===== src/verilog/btb_defs.svh =====
`ifndef BTB_DEFS_SVH
`define BTB_DEFS_SVH

// Branch target buffer geometry
`define BTB_ENTRIES 8

// PC and target width in bits
`define ADDR_W 32

// Fall-through step, one instruction
`define INSN_BYTES 4

// First PC fetched after reset
`define RESET_PC 32'h0000_1000

`endif

===== src/verilog/btb_pkg.sv =====
`include "btb_defs.svh"

package btb_pkg;

    // PC or branch target
    typedef logic [`ADDR_W-1:0] addr_t;

    // Buffer entry index
    typedef logic [$clog2(`BTB_ENTRIES)-1:0] btb_idx_t;

    // One fetched instruction with its prediction
    typedef struct packed {
        addr_t pc;
        addr_t pred_next;   // PC fetched after this one
        logic  hit;         // Buffer supplied pred_next
    } fetch_rec_t;

    // Resolved branch reported by execute
    typedef struct packed {
        addr_t pc;
        logic  taken;
        addr_t target;
        addr_t pred_next;   // Next PC the front end used
    } resolve_rec_t;

    // Write request into the buffer
    typedef struct packed {
        logic  valid;
        addr_t pc;
        addr_t target;
    } btb_update_t;

endpackage


===== src/verilog/branch_predict_top.sv =====
`timescale 1ns/1ps

module branch_predict_top (
    input  logic                  clk,
    input  logic                  reset,
    input  logic                  resolve_req,
    input  btb_pkg::resolve_rec_t resolve_rec,
    input  logic                  out_ready,
    output logic                  resolve_ack,
    output logic                  out_valid,
    output btb_pkg::fetch_rec_t   out_rec,
    output logic                  alloc
);
    import btb_pkg::*;

    addr_t       lookup_pc;
    addr_t       lookup_target;
    logic        lookup_hit;
    logic        can_accept;
    logic        push;
    fetch_rec_t  pc_rec;
    logic        redirect;
    addr_t       redirect_pc;
    btb_update_t btb_update;

    fetch_pc_stage u_pc_stage (
        .clk           (clk),
        .reset         (reset),
        .lookup_hit    (lookup_hit),
        .lookup_target (lookup_target),
        .can_accept    (can_accept),
        .redirect      (redirect),
        .redirect_pc   (redirect_pc),
        .lookup_pc     (lookup_pc),
        .push          (push),
        .rec           (pc_rec)
    );

    branch_target_buffer u_btb (
        .clk           (clk),
        .reset         (reset),
        .lookup_pc     (lookup_pc),
        .update        (btb_update),
        .lookup_hit    (lookup_hit),
        .lookup_target (lookup_target),
        .alloc         (alloc)
    );

    // Flush shares the redirect pulse
    fetch_out_stage u_out_stage (
        .clk        (clk),
        .reset      (reset),
        .push       (push),
        .rec_in     (pc_rec),
        .flush      (redirect),
        .out_ready  (out_ready),
        .can_accept (can_accept),
        .out_valid  (out_valid),
        .out_rec    (out_rec)
    );

    branch_resolve_port u_resolve (
        .clk         (clk),
        .reset       (reset),
        .resolve_req (resolve_req),
        .resolve_rec (resolve_rec),
        .resolve_ack (resolve_ack),
        .btb_update  (btb_update),
        .redirect    (redirect),
        .redirect_pc (redirect_pc)
    );

endmodule


===== src/verilog/branch_resolve_port.sv =====
`timescale 1ns/1ps
`include "btb_defs.svh"

module branch_resolve_port (
    input  logic                  clk,
    input  logic                  reset,
    input  logic                  resolve_req,
    input  btb_pkg::resolve_rec_t resolve_rec,
    output logic                  resolve_ack,
    output btb_pkg::btb_update_t  btb_update,
    output logic                  redirect,
    output btb_pkg::addr_t        redirect_pc
);
    import btb_pkg::*;

    typedef enum logic [1:0] {
        idle,
        capture,
        ack_high,
        wait_low
    } state_t;

    state_t       state_q;
    resolve_rec_t rec_q;
    addr_t        actual_next;
    logic         mispredict;
    logic         upd_valid_q;

    // Where execution really continues after the branch
    assign actual_next = rec_q.taken ? rec_q.target : rec_q.pc + addr_t'(`INSN_BYTES);
    assign mispredict  = (rec_q.pred_next != actual_next);
    assign redirect_pc = actual_next;

    always_comb begin
        btb_update.valid  = upd_valid_q;
        btb_update.pc     = rec_q.pc;
        btb_update.target = rec_q.target;
    end

    // Ack is high in ack_high and through wait_low
    assign resolve_ack = (state_q == ack_high) || (state_q == wait_low);

    always_ff @(posedge clk or negedge reset) begin
        if (!reset) begin
            state_q     <= idle;
            upd_valid_q <= 1'b0;
            redirect    <= 1'b0;
        end else begin
            // Pulses last one cycle, the first one with ack high
            upd_valid_q <= (state_q == capture) && rec_q.taken;
            redirect    <= (state_q == capture) && mispredict;
            case (state_q)
                idle:     if (resolve_req) state_q <= capture;
                capture:  state_q <= ack_high;
                ack_high: if (!resolve_req) state_q <= wait_low;
                wait_low: state_q <= idle;
                default:  state_q <= idle;
            endcase
        end
    end

    // Record is stable while req is high
    always_ff @(posedge clk) begin
        if (state_q == idle && resolve_req) begin
            rec_q <= resolve_rec;
        end
    end

    assert property (@(posedge clk) disable iff (!reset)
        $rose(resolve_ack) |-> $past(resolve_req));

endmodule


===== src/verilog/fetch_out_stage.sv =====
`timescale 1ns/1ps

module fetch_out_stage (
    input  logic                clk,
    input  logic                reset,
    input  logic                push,
    input  btb_pkg::fetch_rec_t rec_in,
    input  logic                flush,
    input  logic                out_ready,
    output logic                can_accept,
    output logic                out_valid,
    output btb_pkg::fetch_rec_t out_rec
);

    // Room if empty or the current record leaves this cycle
    assign can_accept = !out_valid || out_ready;

    always_ff @(posedge clk or negedge reset) begin
        if (!reset) begin
            out_valid <= 1'b0;
        end else if (flush) begin
            out_valid <= 1'b0;      // Drop the wrong-path record
        end else if (push) begin
            out_valid <= 1'b1;
        end else if (out_ready) begin
            out_valid <= 1'b0;
        end
    end

    // Payload only moves on push, so it holds under back-pressure
    always_ff @(posedge clk) begin
        if (push) begin
            out_rec <= rec_in;
        end
    end

endmodule


===== src/verilog/fetch_pc_stage.sv =====
`timescale 1ns/1ps
`include "btb_defs.svh"

module fetch_pc_stage (
    input  logic                clk,
    input  logic                reset,
    input  logic                lookup_hit,
    input  btb_pkg::addr_t      lookup_target,
    input  logic                can_accept,
    input  logic                redirect,
    input  btb_pkg::addr_t      redirect_pc,
    output btb_pkg::addr_t      lookup_pc,
    output logic                push,
    output btb_pkg::fetch_rec_t rec
);
    import btb_pkg::*;

    addr_t pc_q;
    addr_t next_pc;

    assign lookup_pc = pc_q;

    // Predicted target, else fall-through
    assign next_pc = lookup_hit ? lookup_target : pc_q + addr_t'(`INSN_BYTES);

    // Redirected PC is pushed one edge later
    assign push = !redirect && can_accept;

    always_comb begin
        rec.pc        = pc_q;
        rec.pred_next = next_pc;
        rec.hit       = lookup_hit;
    end

    always_ff @(posedge clk or negedge reset) begin
        if (!reset) begin
            pc_q <= `RESET_PC;
        end else if (redirect) begin
            pc_q <= redirect_pc;    // Execute overrides prediction
        end else if (can_accept) begin
            pc_q <= next_pc;
        end
        // Stall otherwise, PC holds
    end

endmodule


===== src/verilog/branch_target_buffer.sv =====
`timescale 1ns/1ps
`include "btb_defs.svh"

module branch_target_buffer (
    input  logic                 clk,
    input  logic                 reset,
    input  btb_pkg::addr_t       lookup_pc,
    input  btb_pkg::btb_update_t update,
    output logic                 lookup_hit,
    output btb_pkg::addr_t       lookup_target,
    output logic                 alloc
);
    import btb_pkg::*;

    logic     valid_q [`BTB_ENTRIES];
    addr_t    pc_q    [`BTB_ENTRIES];
    addr_t    tgt_q   [`BTB_ENTRIES];
    btb_idx_t ptr_q;                     // Next entry to replace

    logic [`BTB_ENTRIES-1:0] lookup_match;
    logic [`BTB_ENTRIES-1:0] update_match;
    btb_idx_t                hit_idx;
    btb_idx_t                upd_idx;
    logic                    upd_hit;

    // Lookup where the lowest matching entry wins
    always_comb begin
        lookup_hit = 1'b0;
        hit_idx    = '0;
        for (int i = `BTB_ENTRIES - 1; i >= 0; i--) begin
            lookup_match[i] = valid_q[i] && (pc_q[i] == lookup_pc);
            if (lookup_match[i]) begin
                lookup_hit = 1'b1;
                hit_idx    = btb_idx_t'(i);
            end
        end
        lookup_target = lookup_hit ? tgt_q[hit_idx] : '0;
    end

    // Separate match for the write port
    always_comb begin
        upd_hit = 1'b0;
        upd_idx = '0;
        for (int i = `BTB_ENTRIES - 1; i >= 0; i--) begin
            update_match[i] = valid_q[i] && (pc_q[i] == update.pc);
            if (update_match[i]) begin
                upd_hit = 1'b1;
                upd_idx = btb_idx_t'(i);
            end
        end
    end

    always_ff @(posedge clk or negedge reset) begin
        if (!reset) begin
            for (int i = 0; i < `BTB_ENTRIES; i++) begin
                valid_q[i] <= 1'b0;
            end
            ptr_q <= '0;
            alloc <= 1'b0;
        end else begin
            alloc <= update.valid && !upd_hit;
            if (update.valid && !upd_hit) begin
                valid_q[ptr_q] <= 1'b1;
                // Round-robin wrap
                if (ptr_q == btb_idx_t'(`BTB_ENTRIES - 1)) begin
                    ptr_q <= '0;
                end else begin
                    ptr_q <= ptr_q + 1'b1;
                end
            end
        end
    end

    // Entry contents
    always_ff @(posedge clk) begin
        if (update.valid) begin
            if (upd_hit) begin
                tgt_q[upd_idx] <= update.target;   // Retarget existing entry
            end else begin
                pc_q[ptr_q]  <= update.pc;
                tgt_q[ptr_q] <= update.target;
            end
        end
    end

    // A PC is never stored twice
    assert property (@(posedge clk) disable iff (!reset)
        $onehot0(lookup_match) && $onehot0(update_match));

    // Allocation follows an update and fills the entry the pointer named
    assert property (@(posedge clk) disable iff (!reset)
        alloc |-> $past(update.valid) && valid_q[$past(ptr_q)]
                  && (pc_q[$past(ptr_q)] == $past(update.pc)));

endmodule


===== config.mk =====
export PLATFORM = sky130hd
export DESIGN_NAME = branch_predict_top
export DESIGN_NICKNAME = d
export VERILOG_FILES = /design/src/verilog/btb_pkg.sv /design/src/verilog/branch_predict_top.sv /design/src/verilog/branch_resolve_port.sv /design/src/verilog/fetch_out_stage.sv /design/src/verilog/fetch_pc_stage.sv /design/src/verilog/branch_target_buffer.sv
export VERILOG_INCLUDE_DIRS = /design/src /design/src/verilog
export SDC_FILE = /design/constraint.sdc
export NUM_CORES = 1
export LEC_CHECK = 0
export ABC_AREA = 0
export ABC_CLOCK_PERIOD_IN_PS = 7000
export BUFFER_PORTS_ARGS = -buffer_cell sky130_fd_sc_hd__buf_4
export CAP_MARGIN = 20
export CORE_UTILIZATION = 62
export DETAILED_ROUTE_END_ITERATION = 10
export PLACE_DENSITY = 0.8
export SLEW_MARGIN = 25
export SYNTH_ARGS = -nofsm -noshare
export SYNTH_HDL_FRONTEND = slang
export SYNTH_SLANG_ARGS = --single-unit

===== constraint.sdc =====
create_clock -name clk -period 7 [get_ports clk]
set_clock_uncertainty 0.15 [all_clocks]
set_input_delay 1.75 -clock clk [delete_from_list [all_inputs] [get_ports clk]]
set_output_delay 1.75 -clock clk [all_outputs]
set_load 0.02 [all_outputs]

# After elaboration in Yosys (flattened, before gate mapping)
# Memory sizes are Yosys's and may differ from the RTL's.
# Index checks and enable logic that the tools add are counted.
[word_totals]
reg_bits = 211
ramBits = 512
inputBits = 101
out_inout_bits = 68
word_cells = 140
n_memories = 2
[memory_table]
columns = ["name", "depth", "word_bits", "rd", "rd_clocked_by_memory_dff", "write_ports", "line_no", "text"]
rows = [
  ["u_btb.pc_q", 8, 32, 8, 0, 1, "branch_target_buffer.sv:16", "addr_t pc_q [`BTB_ENTRIES];"],
  ["u_btb.tgt_q", 8, 32, 1, 0, 1, "branch_target_buffer.sv:17", "addr_t tgt_q [`BTB_ENTRIES];"],
]
[op_classes]
n_addsub = 3
n_lt_le_gt_ge = 2
n_eq_ne = 23
n_mux = 54
bitwise = 2
n_reduce_logical = 32
[op_table]
columns = ["cell", "count"]
rows = [
  ["$eq 32x32->1", 16],
  ["$mux 32", 5],
  ["$add 32x3->32 const B", 2],
  ["$mux 3", 18],
  ["$ne 32x32->1", 1],
  ["$reduce_or 32->1", 1],
  ["$mux 1", 27],
  ["$logic_and 1x1->1", 22],
  ["$or 8x8->8", 1],
  ["$pmux 2 s4", 1],
  ["$eq 2x2->1 const B", 2],
  ["$ge 4x4->1 const B", 1],
  ["$lt 4x1->1 const B", 1],
  ["$mux 2", 2],
  ["$ne 2x2->1 const B", 2],
  ["$not 3->4", 1],
  ["$add 3x1->3 const B", 1],
  ["$demux 1 s3", 1],
  ["$eq 3x3->1 const B", 1],
  ["$logic_not 1->1", 3],
  ["$reduce_bool 3->1", 1],
  ["$eq 2x1->1 const B", 1],
  ["$logic_not 2->1", 1],
  ["$logic_or 1x1->1", 2],
  ["other kinds (2)", 2],
]

# Longest topological paths before layout
# Gate-level depths: netlist of the first run.
[logic_depth]
ltp_word = 15
depth_mapped = 15
depth_no_buf = 11

# By module
# Synthesis of the first run repeated with hierarchy kept, for this count alone.
[unflattened]
hier_cells = 2703
area_unflattened_um2 = 35903.2
[by_module_without_submodules]
columns = ["module", "n_inst", "cells_each", "area_each_um2", "seq_area_each_um2"]
rows = [
  ["branch_target_buffer", 1, 1764, 25205.4, 15675.0],
  ["branch_resolve_port", 1, 501, 5809.3, 3012.9],
  ["fetch_pc_stage", 1, 369, 2885.3, 802.0],
  ["fetch_out_stage", 1, 69, 2003.2, 1976.9],
]

# Least setup slack after synthesis of the first run
# Ideal clock, no wire load.
[synth_path]
path_kind = "register to register"
start = "register u_resolve.rec_q (netlist bit u_resolve.btb_update[38])"
end = "memory u_btb.tgt_q[2][0] in the netlist's numbering (enable)"
setup_ns = 0.461
arrival_time_ns = 4.965
required_time_ns = 6.389
slack_ns = 1.424
path_stages_with_launch = 12
path_buffers = 1
synth_period_minus_slack_ns = 5.576
path_cell_list = "edfxtp_1 -> buf_1 -> xor2_1 -> nor4_1 -> and3_1 -> nand3_1 -> o21ai_0 -> or2_2 -> nor3_1 -> o21ba_2 -> a22o_1 -> nor3_1"
[synth_between]
elab_chain_cells = 15
word_cells_on_any_way = 41
cone_classes = "eq/ne: 8; mux: 24; reduce/logical: 9"
[synth_lines]
columns = ["item", "line_no", "text"]
rows = [
  ["start: declaration", "branch_resolve_port.sv:24", "resolve_rec_t rec_q;"],
  ["start signal: assignment", "branch_resolve_port.sv:65", "rec_q <= resolve_rec;"],
  ["$eq 32x32->1", "branch_target_buffer.sv:45", "update_match[i] = valid_q[i] && (pc_q[i] == update.pc);"],
  ["$logic_and 1x1->1", "branch_target_buffer.sv:45", ""],
  ["$mux 1 (8 in series)", "branch_target_buffer.sv:46", "if (update_match[i]) begin"],
  ["$mux 1", "branch_target_buffer.sv:77", "if (upd_hit) begin"],
  ["$mux 1", "branch_target_buffer.sv:76", "if (update.valid) begin"],
  ["$mux 1 (not written as such)", "branch_target_buffer.sv:81", "tgt_q[ptr_q] <= update.target;"],
  ["$reduce_or 32->1 (no source line)", "n/a", ""],
  ["$mux 3 (no source line) / $mux 1 (equally long branches)", "n/a", ""],
  ["end: declaration", "branch_target_buffer.sv:17", ""],
]
# Several ways; a longest one is shown, not always the timed one.

# Worst setup path after layout of the first run
[layout_path]
start = "register u_resolve.rec_q (netlist bit u_resolve.btb_update[58])"
end = "memory u_btb.tgt_q[5][0] in the netlist's numbering (enable)"
# Same word-level chain as after synthesis.

==> qor.txt, run 1 <==
=========================================================================================
Status                                                                       finished, final reports clean
DRC errors left                                                                         0
DR vias                                                                            24,183
WP data required                                                                  7.17 ns
Total of flip-flops plus latches after synthesis                                      723
Total count of max-transition violations in the final report                            0
Number of enable flip-flop cells after synthesis                                      674
Core footprint                                                                54,030 um^2
Post-synth design cell area                                                   34,020 um^2
Number of violations of the max-capacitance limit                                       0
Total CTS buffers                                                                      75
Post-DR wirelength/cell                                                          33.76 um
Critical path's slowest cell                                                 sky130_fd_sc_hd__edfxtp_1
Critical path's most frequent cell                                           sky130_fd_sc_hd__nand4_1
Overall routed net length                                                        117.4 mm
Area growth syn-to-layout                                                          14.92%
Cells after Synth                                                                   2,486
Total design power                                                               15.15 mW
Routability congestion estimate                                                     1.045
Leading cell type in the layout, fill and taps excluded                      sky130_fd_sc_hd__edfxtp_1
Arrival time at the worst endpoint                                                5.52 ns
Fraction of layout cells with a size suffix above 1                                17.36%
Total congestion overflow                                                               0
Drt first pass iters                                                                    8
Type of the setup path with the least slack                                  register to register
Insertion delay of the later-clocked pin in the worst-skew pair                   0.64 ns
Biggest fanout along the worst timing path                                             18
Number of gates resized after cts                                                       0
Proportion of register bits with asynchronous set or reset after synthesis         6.777%
Ports                                                                                 169
Die height                                                                       236.2 um
Maximum number of pins on one net before global-route repair                           63
Register area share after synthesis                                                63.11%
Synthesized area per cell                                                      13.68 um^2
RSZ-0062 raised after global routing                                                false
Nets@finish                                                                         2,831
TritonCTS sink count                                                                  723
Post-route setup TNS                                                                 0 ns
Post-route antenna net violation count                                                  0
Synth warn                                                                              0
Critical Path End Type                                                           register
Number of rows created at floorplan                                                    85
Most instantiated flip-flop cell in the synthesis netlist                    sky130_fd_sc_hd__edfxtp_1
CTS clock-pin slew for the worst setup and hold paths                             0.06 ns
Layout fillers                                                                      3,592
Most frequent cells in the layout                                            674 x sky130_fd_sc_hd__edfxtp_1, 388 x sky130_fd_sc_hd__xor2_1, 281 x sky130_fd_sc_hd__buf_4
Initial Utilization                                                                62.96%
Biggest cell delay along the critical path                                        1.14 ns
Maximum buffer depth of the clock tree                                                  3
Vias in the first global route                                                     23,393
Die Area                                                                      55,800 um^2
Total setup buffers inserted after CTS                                                  0
Antenna violations before repair                                                        4
Estimated wirelength of the detail-placed design                                 80.23 mm
Power density cells                                                          387.7 nW/um^2
Buffering stage count on the worst path with inverters included                         1
Final Hold Viols                                                                        0
Number of setup violations in the final report                                          0
Vias/cell                                                                           6.951
Ant. Diodes                                                                             0
Fin crit share                                                                     76.49%
Clock tree from TritonCTS                                                             yes
Number of I/O port buffers                                                            168
Cells along the critical path                                                xnor2_1, nand4_1, nor4_1, nand4_1, o21bai_1, or2_2, nor3_1, nand2_1, a21boi_1, nor2_4, buf_4
Actual transition at the worst max-transition pin                                1.194 ns
Number of nets in the synthesized netlist                                           2,596
Worst hold path class                                                        register to register
Netlist cell types                                                                     74
Highest clock frequency the design can meet                                     186.8 MHz
# H-tree levels                                                                         3
Total routing usage reported by global routing                                     42.28%
Placed Area                                                                   36,480 um^2
Tightest slew margin relative to the limit                                         20.42%
Final standard cell area without fillers                                      39,090 um^2
CTS Hold Bufs                                                                           0
Leak pwr                                                                         13.89 nW
Max VDD drop                                                                  0.0003303 V
Kind of start point of the critical path                                         register
Wire length of the first global-routing pass                                     165.8 mm
X dimension of the die                                                           236.2 um
Kind of cell adding the most delay to the critical path                      simple AND/OR/NAND/NOR gates
Initial drt markers                                                                 4,193
Root Driver                                                                  sky130_fd_sc_hd__clkbuf_16
Min cycle time layout                                                            5.354 ns
=========================================================================================
-- flip-flops by register name, summed over array words and instances, names as in the netlist, 3 cells and up --
name,cells
u_out_stage.out_rec,65
u_pc_stage.lookup_pc,32
u_resolve.rec_q,33
u_btb.valid_q,8
u_btb.ptr_q,3
u_btb.pc_q,256
u_btb.tgt_q,256
u_resolve.btb_update,64
-- routing by layer --
layer,vias to the layer above,GRT usage [%],share of wire [%]
met5,-,0,0.020
met2,2128,61.57,43
met4,4,21.55,5.9
met3,433,11.25,14
li1,9808,-,-
met1,11810,58.78,37
-- power breakdown --
part,internal [mW],switching (mW),leakage (nW),total [mW]
Sequential,5.54,1.05,6.71,6.59
Combinational,1.49,2.85,5.92,4.35
Clock,2.50,1.71,1.26,4.22
Total,9.54,5.61,13.9,15.2
-- final timing paths --
kind,start,to,slack [ns],cells after the start
setup / recovery,u_resolve.btb_update[58],u_btb.tgt_q[5][0],1.65,11
setup reg to reg,u_resolve.btb_update[58],u_btb.tgt_q[5][0],1.65,11
hold reg to reg,u_btb.valid_q[2],u_btb.valid_q[2],0.40,1
max in group asynchronous,reset,u_pc_stage.lookup_pc[19],4.82,1
hold / removal,u_btb.valid_q[2],u_btb.valid_q[2],0.40,1
min in group asynchronous,reset,u_btb.valid_q[4],1.12,1
-- cell families after synthesis --
family | Yosys count | share of synthesized area [%]
AND/OR/NAND/NOR | 618 | 9.987
flip-flops | 723 | 63.11
adder cells (fa/ha/maj) | 9 | 0.3311
AO/OA/AOI/OAI | 274 | 5.415
XOR/XNOR | 593 | 15.27
multiplexers | 121 | 3.741
buffers and inverters | 148 | 2.148
-- layout make-up --
class | instances | area (um^2) | share of cell area [%]
multi-input cells | 1615 | 11910 | 30.48
repair buffers | 285 | 2180 | 5.576
flip-flops and latches | 723 | 21470 | 54.92
inverters | 21 | 80.08 | 0.2048
clock buffers | 102 | 2081 | 5.323
clock inverters | 37 | 498.0 | 1.274
well taps | 696 | 870.8 | 2.228
-- metrics by stage --
stage | worst slack (ns) | std cells | hold slack (ns) | util, %
final | 1.646 | 3479 | 0.3969 | 72.36
after CTS | 1.715 | 3477 | 0.3887 | 72.30
after floorplan | 1.424 | 2486 | 0.2696 | -
after global placement | 1.853 | 3338 | 0.3675 | 67.51
after detailed placement | 1.742 | 3338 | 0.3766 | 67.53
after global routing | 1.479 | 3479 | 0.4045 | 72.36
-- synthesized netlist by cell type, types with 15 or more instances --
master                     instances  area share [%]
sky130_fd_sc_hd__a221o_1          21            0.62
sky130_fd_sc_hd__mux2i_1          75             2.2
sky130_fd_sc_hd__xnor2_1         205             5.3
sky130_fd_sc_hd__and3_1           22            0.40
sky130_fd_sc_hd__clkbuf_1         51            0.56
sky130_fd_sc_hd__nor4_1          135             2.5
sky130_fd_sc_hd__nand3_1          53            0.78
sky130_fd_sc_hd__nand4_1          76             1.4
sky130_fd_sc_hd__nand2_1          94             1.0
sky130_fd_sc_hd__nor2b_1          15            0.28
sky130_fd_sc_hd__nor2_1           87            0.96
sky130_fd_sc_hd__a21oi_1          46            0.68
sky130_fd_sc_hd__o21ai_0          78             1.1
sky130_fd_sc_hd__dfrtp_1          48             3.5
sky130_fd_sc_hd__buf_2            46            0.68
sky130_fd_sc_hd__mux2_2           37             1.2
sky130_fd_sc_hd__edfxtp_1        674              60
sky130_fd_sc_hd__xor2_1          388              10
sky130_fd_sc_hd__nor3_1           51            0.75
sky130_fd_sc_hd__inv_1            20            0.22
Power figures use the tool's default switching activity.
==> inputs of run 2 (changes only) <==
ABC_CLOCK_PERIOD_IN_PS = 5600   (was 7000)
clock period = 5.6 ns   (was 7 ns; I/O delays follow)
==> run 2 against run 1 <==
Net effect: worst setup slack worse by 1.0 ns; non-clock buffer count up 37; critical endpoint is now u_out_stage.out_rec[28]; largest cell class unchanged; maximum frequency is 7.7% higher; flip-flop and latch count is the same; sequential power is 24% higher; final area increased by 0.57%; the run now ends with DRC left.
==> qor.txt, run 2 (synthesis results as in run 1) <==
==============================================================================
Storage cell area                                                  21,470 um^2
Actual transition at the worst max-transition pin                     1.134 ns
CTS Hold Bufs                                                                0
Total CTS buffers                                                           74
Initial drt markers                                                      4,226
Leak pwr                                                              14.01 nW
DR vias                                                                 24,558
Total count of max-transition violations in the final report                 0
Number of setup violations in the final report                               0
Post-route antenna net violation count                                       0
Launching point of the worst reg2reg path                         u_pc_stage.lookup_pc[14]
WP data required                                                       5.78 ns
Drt first pass iters                                                         9
Fraction of layout cells with a size suffix above 1                     18.37%
Max VDD drop                                                       0.0003651 V
Clock tree from TritonCTS                                                  yes
Wire length of the first global-routing pass                          170.8 mm
X dimension of the die                                                236.2 um
Highest clock frequency the design can meet                          201.1 MHz
Root Driver                                                       sky130_fd_sc_hd__clkbuf_16
Worst reg2reg setup slack                                              0.63 ns
Destination of the worst hold path                                u_btb.pc_q[5][22]
Fin crit share                                                          88.79%
Die height                                                            236.2 um
Die Area                                                           55,800 um^2
Vias/cell                                                                6.991
Layout fillers                                                           3,531
Core footprint                                                     54,030 um^2
Number of I/O port buffers                                                 168
Status                                                            complete, but fails checks
Overall routed net length                                             121.9 mm
Number of gates resized after cts                                            0
Routability congestion estimate                                          1.039
Maximum buffer depth of the clock tree                                       3
Critical Path End Type                                                register
Post-route setup TNS                                                      0 ns
Post-DR wirelength/cell                                               34.69 um
Number of violations of the max-capacitance limit                            0
Number of cell instances on the worst register-to-register path             13
Maximum number of pins on one net before global-route repair                63
Worst setup timing slack at the placement stage                      0.8516 ns
Failing checks                                                             DRC
Number of instances on the worst hold path                                   0
Critical R2R Capture                                              u_out_stage.out_rec[28]
TritonCTS sink count                                                       723
Area growth syn-to-layout                                               15.58%
Final Hold Viols                                                             0
Leading registers by flop count                                   u_btb.pc_q: 256 flops, u_btb.tgt_q: 256 flops, u_out_stage.out_rec: 65 flops
CTS clock-pin slew for the worst setup and hold paths                  0.07 ns
DRC errors left                                                              2
Insertion delay of the later-clocked pin in the worst-skew pair        0.62 ns
RSZ-0062 raised after global routing                                     false
Leading cell type in the layout, fill and taps excluded           sky130_fd_sc_hd__edfxtp_1
Number of rows created at floorplan                                         85
Initial Utilization                                                     62.96%
Worst hold path class                                             register to register
Vias in the first global route                                          23,948
Area occupied by multi-input gates                                 11,910 um^2
Min cycle time layout                                                 4.972 ns
Nets@finish                                                              2,867
Total routing usage reported by global routing                          43.68%
Total congestion overflow                                                    0
Estimated wirelength of the detail-placed design                      83.37 mm
Biggest fanout along the worst timing path                                  13
Kind of start point of the critical path                              register
# H-tree levels                                                              3
Hold Startpoint                                                   u_resolve.btb_update[54]
Power density cells                                               481.1 nW/um^2
Type of the setup path with the least slack                       register to register
Most frequent cells in the layout                                 674 x sky130_fd_sc_hd__edfxtp_1, 388 x sky130_fd_sc_hd__xor2_1, 310 x sky130_fd_sc_hd__buf_4
Worst setup slack after layout                                       0.6279 ns
Arrival time at the worst endpoint                                     5.16 ns
Total setup buffers inserted after CTS                                       0
Ports                                                                      169
Tightest slew margin relative to the limit                              24.14%
Antenna violations before repair                                             4
==============================================================================
run 2: cell types whose count changed in the layout (fill, tap and decap cells not counted), moves of 3 or more:
cell	before	now
sky130_fd_sc_hd__clkinv_1	8	13
sky130_fd_sc_hd__clkbuf_1	19	10
sky130_fd_sc_hd__clkinv_2	11	16
sky130_fd_sc_hd__clkbuf_8	6	1
sky130_fd_sc_hd__buf_12	2	12
sky130_fd_sc_hd__diode_2	0	3
sky130_fd_sc_hd__buf_4	281	310
sky130_fd_sc_hd__clkinvlp_4	2	6
run 2: power breakdown:
| group | total [mW] | switching, mW | internal [mW] | leakage (nW) |
|---|---|---|---|---|
| Sequential | 8.16 | 1.22 | 6.93 | 6.71 |
| Combinational | 5.74 | 3.77 | 1.97 | 6.13 |
| Clock | 5.02 | 2.13 | 2.89 | 1.17 |
| Total | 18.9 | 7.13 | 11.8 | 14.0 |
run 2: stage by stage:
step	instances	instance area (um^2)	hold WS [ns]	utilization (%)	power, mW
2_1_floorplan	2486	34020	0.2696	-	10.82
3_3_place_gp	3377	36890	0.3388	68.29	13.61
3_5_place_dp	3377	36890	0.3529	68.29	13.64
4_1_cts	3510	39300	0.3674	72.74	18.61
5_1_grt	3510	39310	0.3767	72.75	19.24
6_report	3513	39310	0.3658	72.77	18.91
run 2: layout make-up:
class	instances	share of cell area [%]
antenna	3	0.01910
clock buffer	86	4.904
clock inverter	47	1.219
inverter	21	0.2037
multi-input combinational	1615	30.30
sequential	723	54.61
tap	696	2.215
timing repair buffer	322	6.531
run 2: worst max path at each step:
| stage | to | cells after the start | startpoint | slack [ns] |
|---|---|---|---|---|
| after global placement | u_pc_stage.lookup_pc[10] | 12 | u_pc_stage.lookup_pc[4] | 0.86 |
| after detailed placement | u_pc_stage.lookup_pc[13] | 12 | u_pc_stage.lookup_pc[23] | 0.85 |
| after CTS | u_pc_stage.lookup_pc[13] | 12 | u_pc_stage.lookup_pc[23] | 0.85 |
| final | u_out_stage.out_rec[28] | 13 | u_pc_stage.lookup_pc[14] | 0.63 |
| after global routing | u_pc_stage.lookup_pc[13] | 12 | u_pc_stage.lookup_pc[23] | 0.57 |
| after floorplan | u_btb.tgt_q[2][0] | 11 | u_resolve.btb_update[38] | 0.02 |
run 2: per-layer routing:
metal | vias to the layer above | global-route usage [%] | part of all wire [%]
li1 | 9870 | - | -
met1 | 12002 | 58.75 | 36
met2 | 2247 | 64.13 | 43
met3 | 433 | 14.45 | 15
met4 | 6 | 21.13 | 5.6
met5 | - | 0 | 0.034
run 2: worst max-delay path: stages (launching register included):
cell	delay, ns
sky130_fd_sc_hd__dfrtp_1	1.04
sky130_fd_sc_hd__buf_4	0.26
sky130_fd_sc_hd__buf_4	0.21
sky130_fd_sc_hd__xor2_1	0.13
sky130_fd_sc_hd__nor4b_1	0.33
sky130_fd_sc_hd__nand4_1	0.19
sky130_fd_sc_hd__nor4_2	0.50
sky130_fd_sc_hd__buf_4	0.27
sky130_fd_sc_hd__a41o_1	0.11
sky130_fd_sc_hd__and2_1	0.69
sky130_fd_sc_hd__a22oi_1	0.14
sky130_fd_sc_hd__o21ai_0	0.24
sky130_fd_sc_hd__o21ai_0	0.12
sky130_fd_sc_hd__o21ai_0	0.27
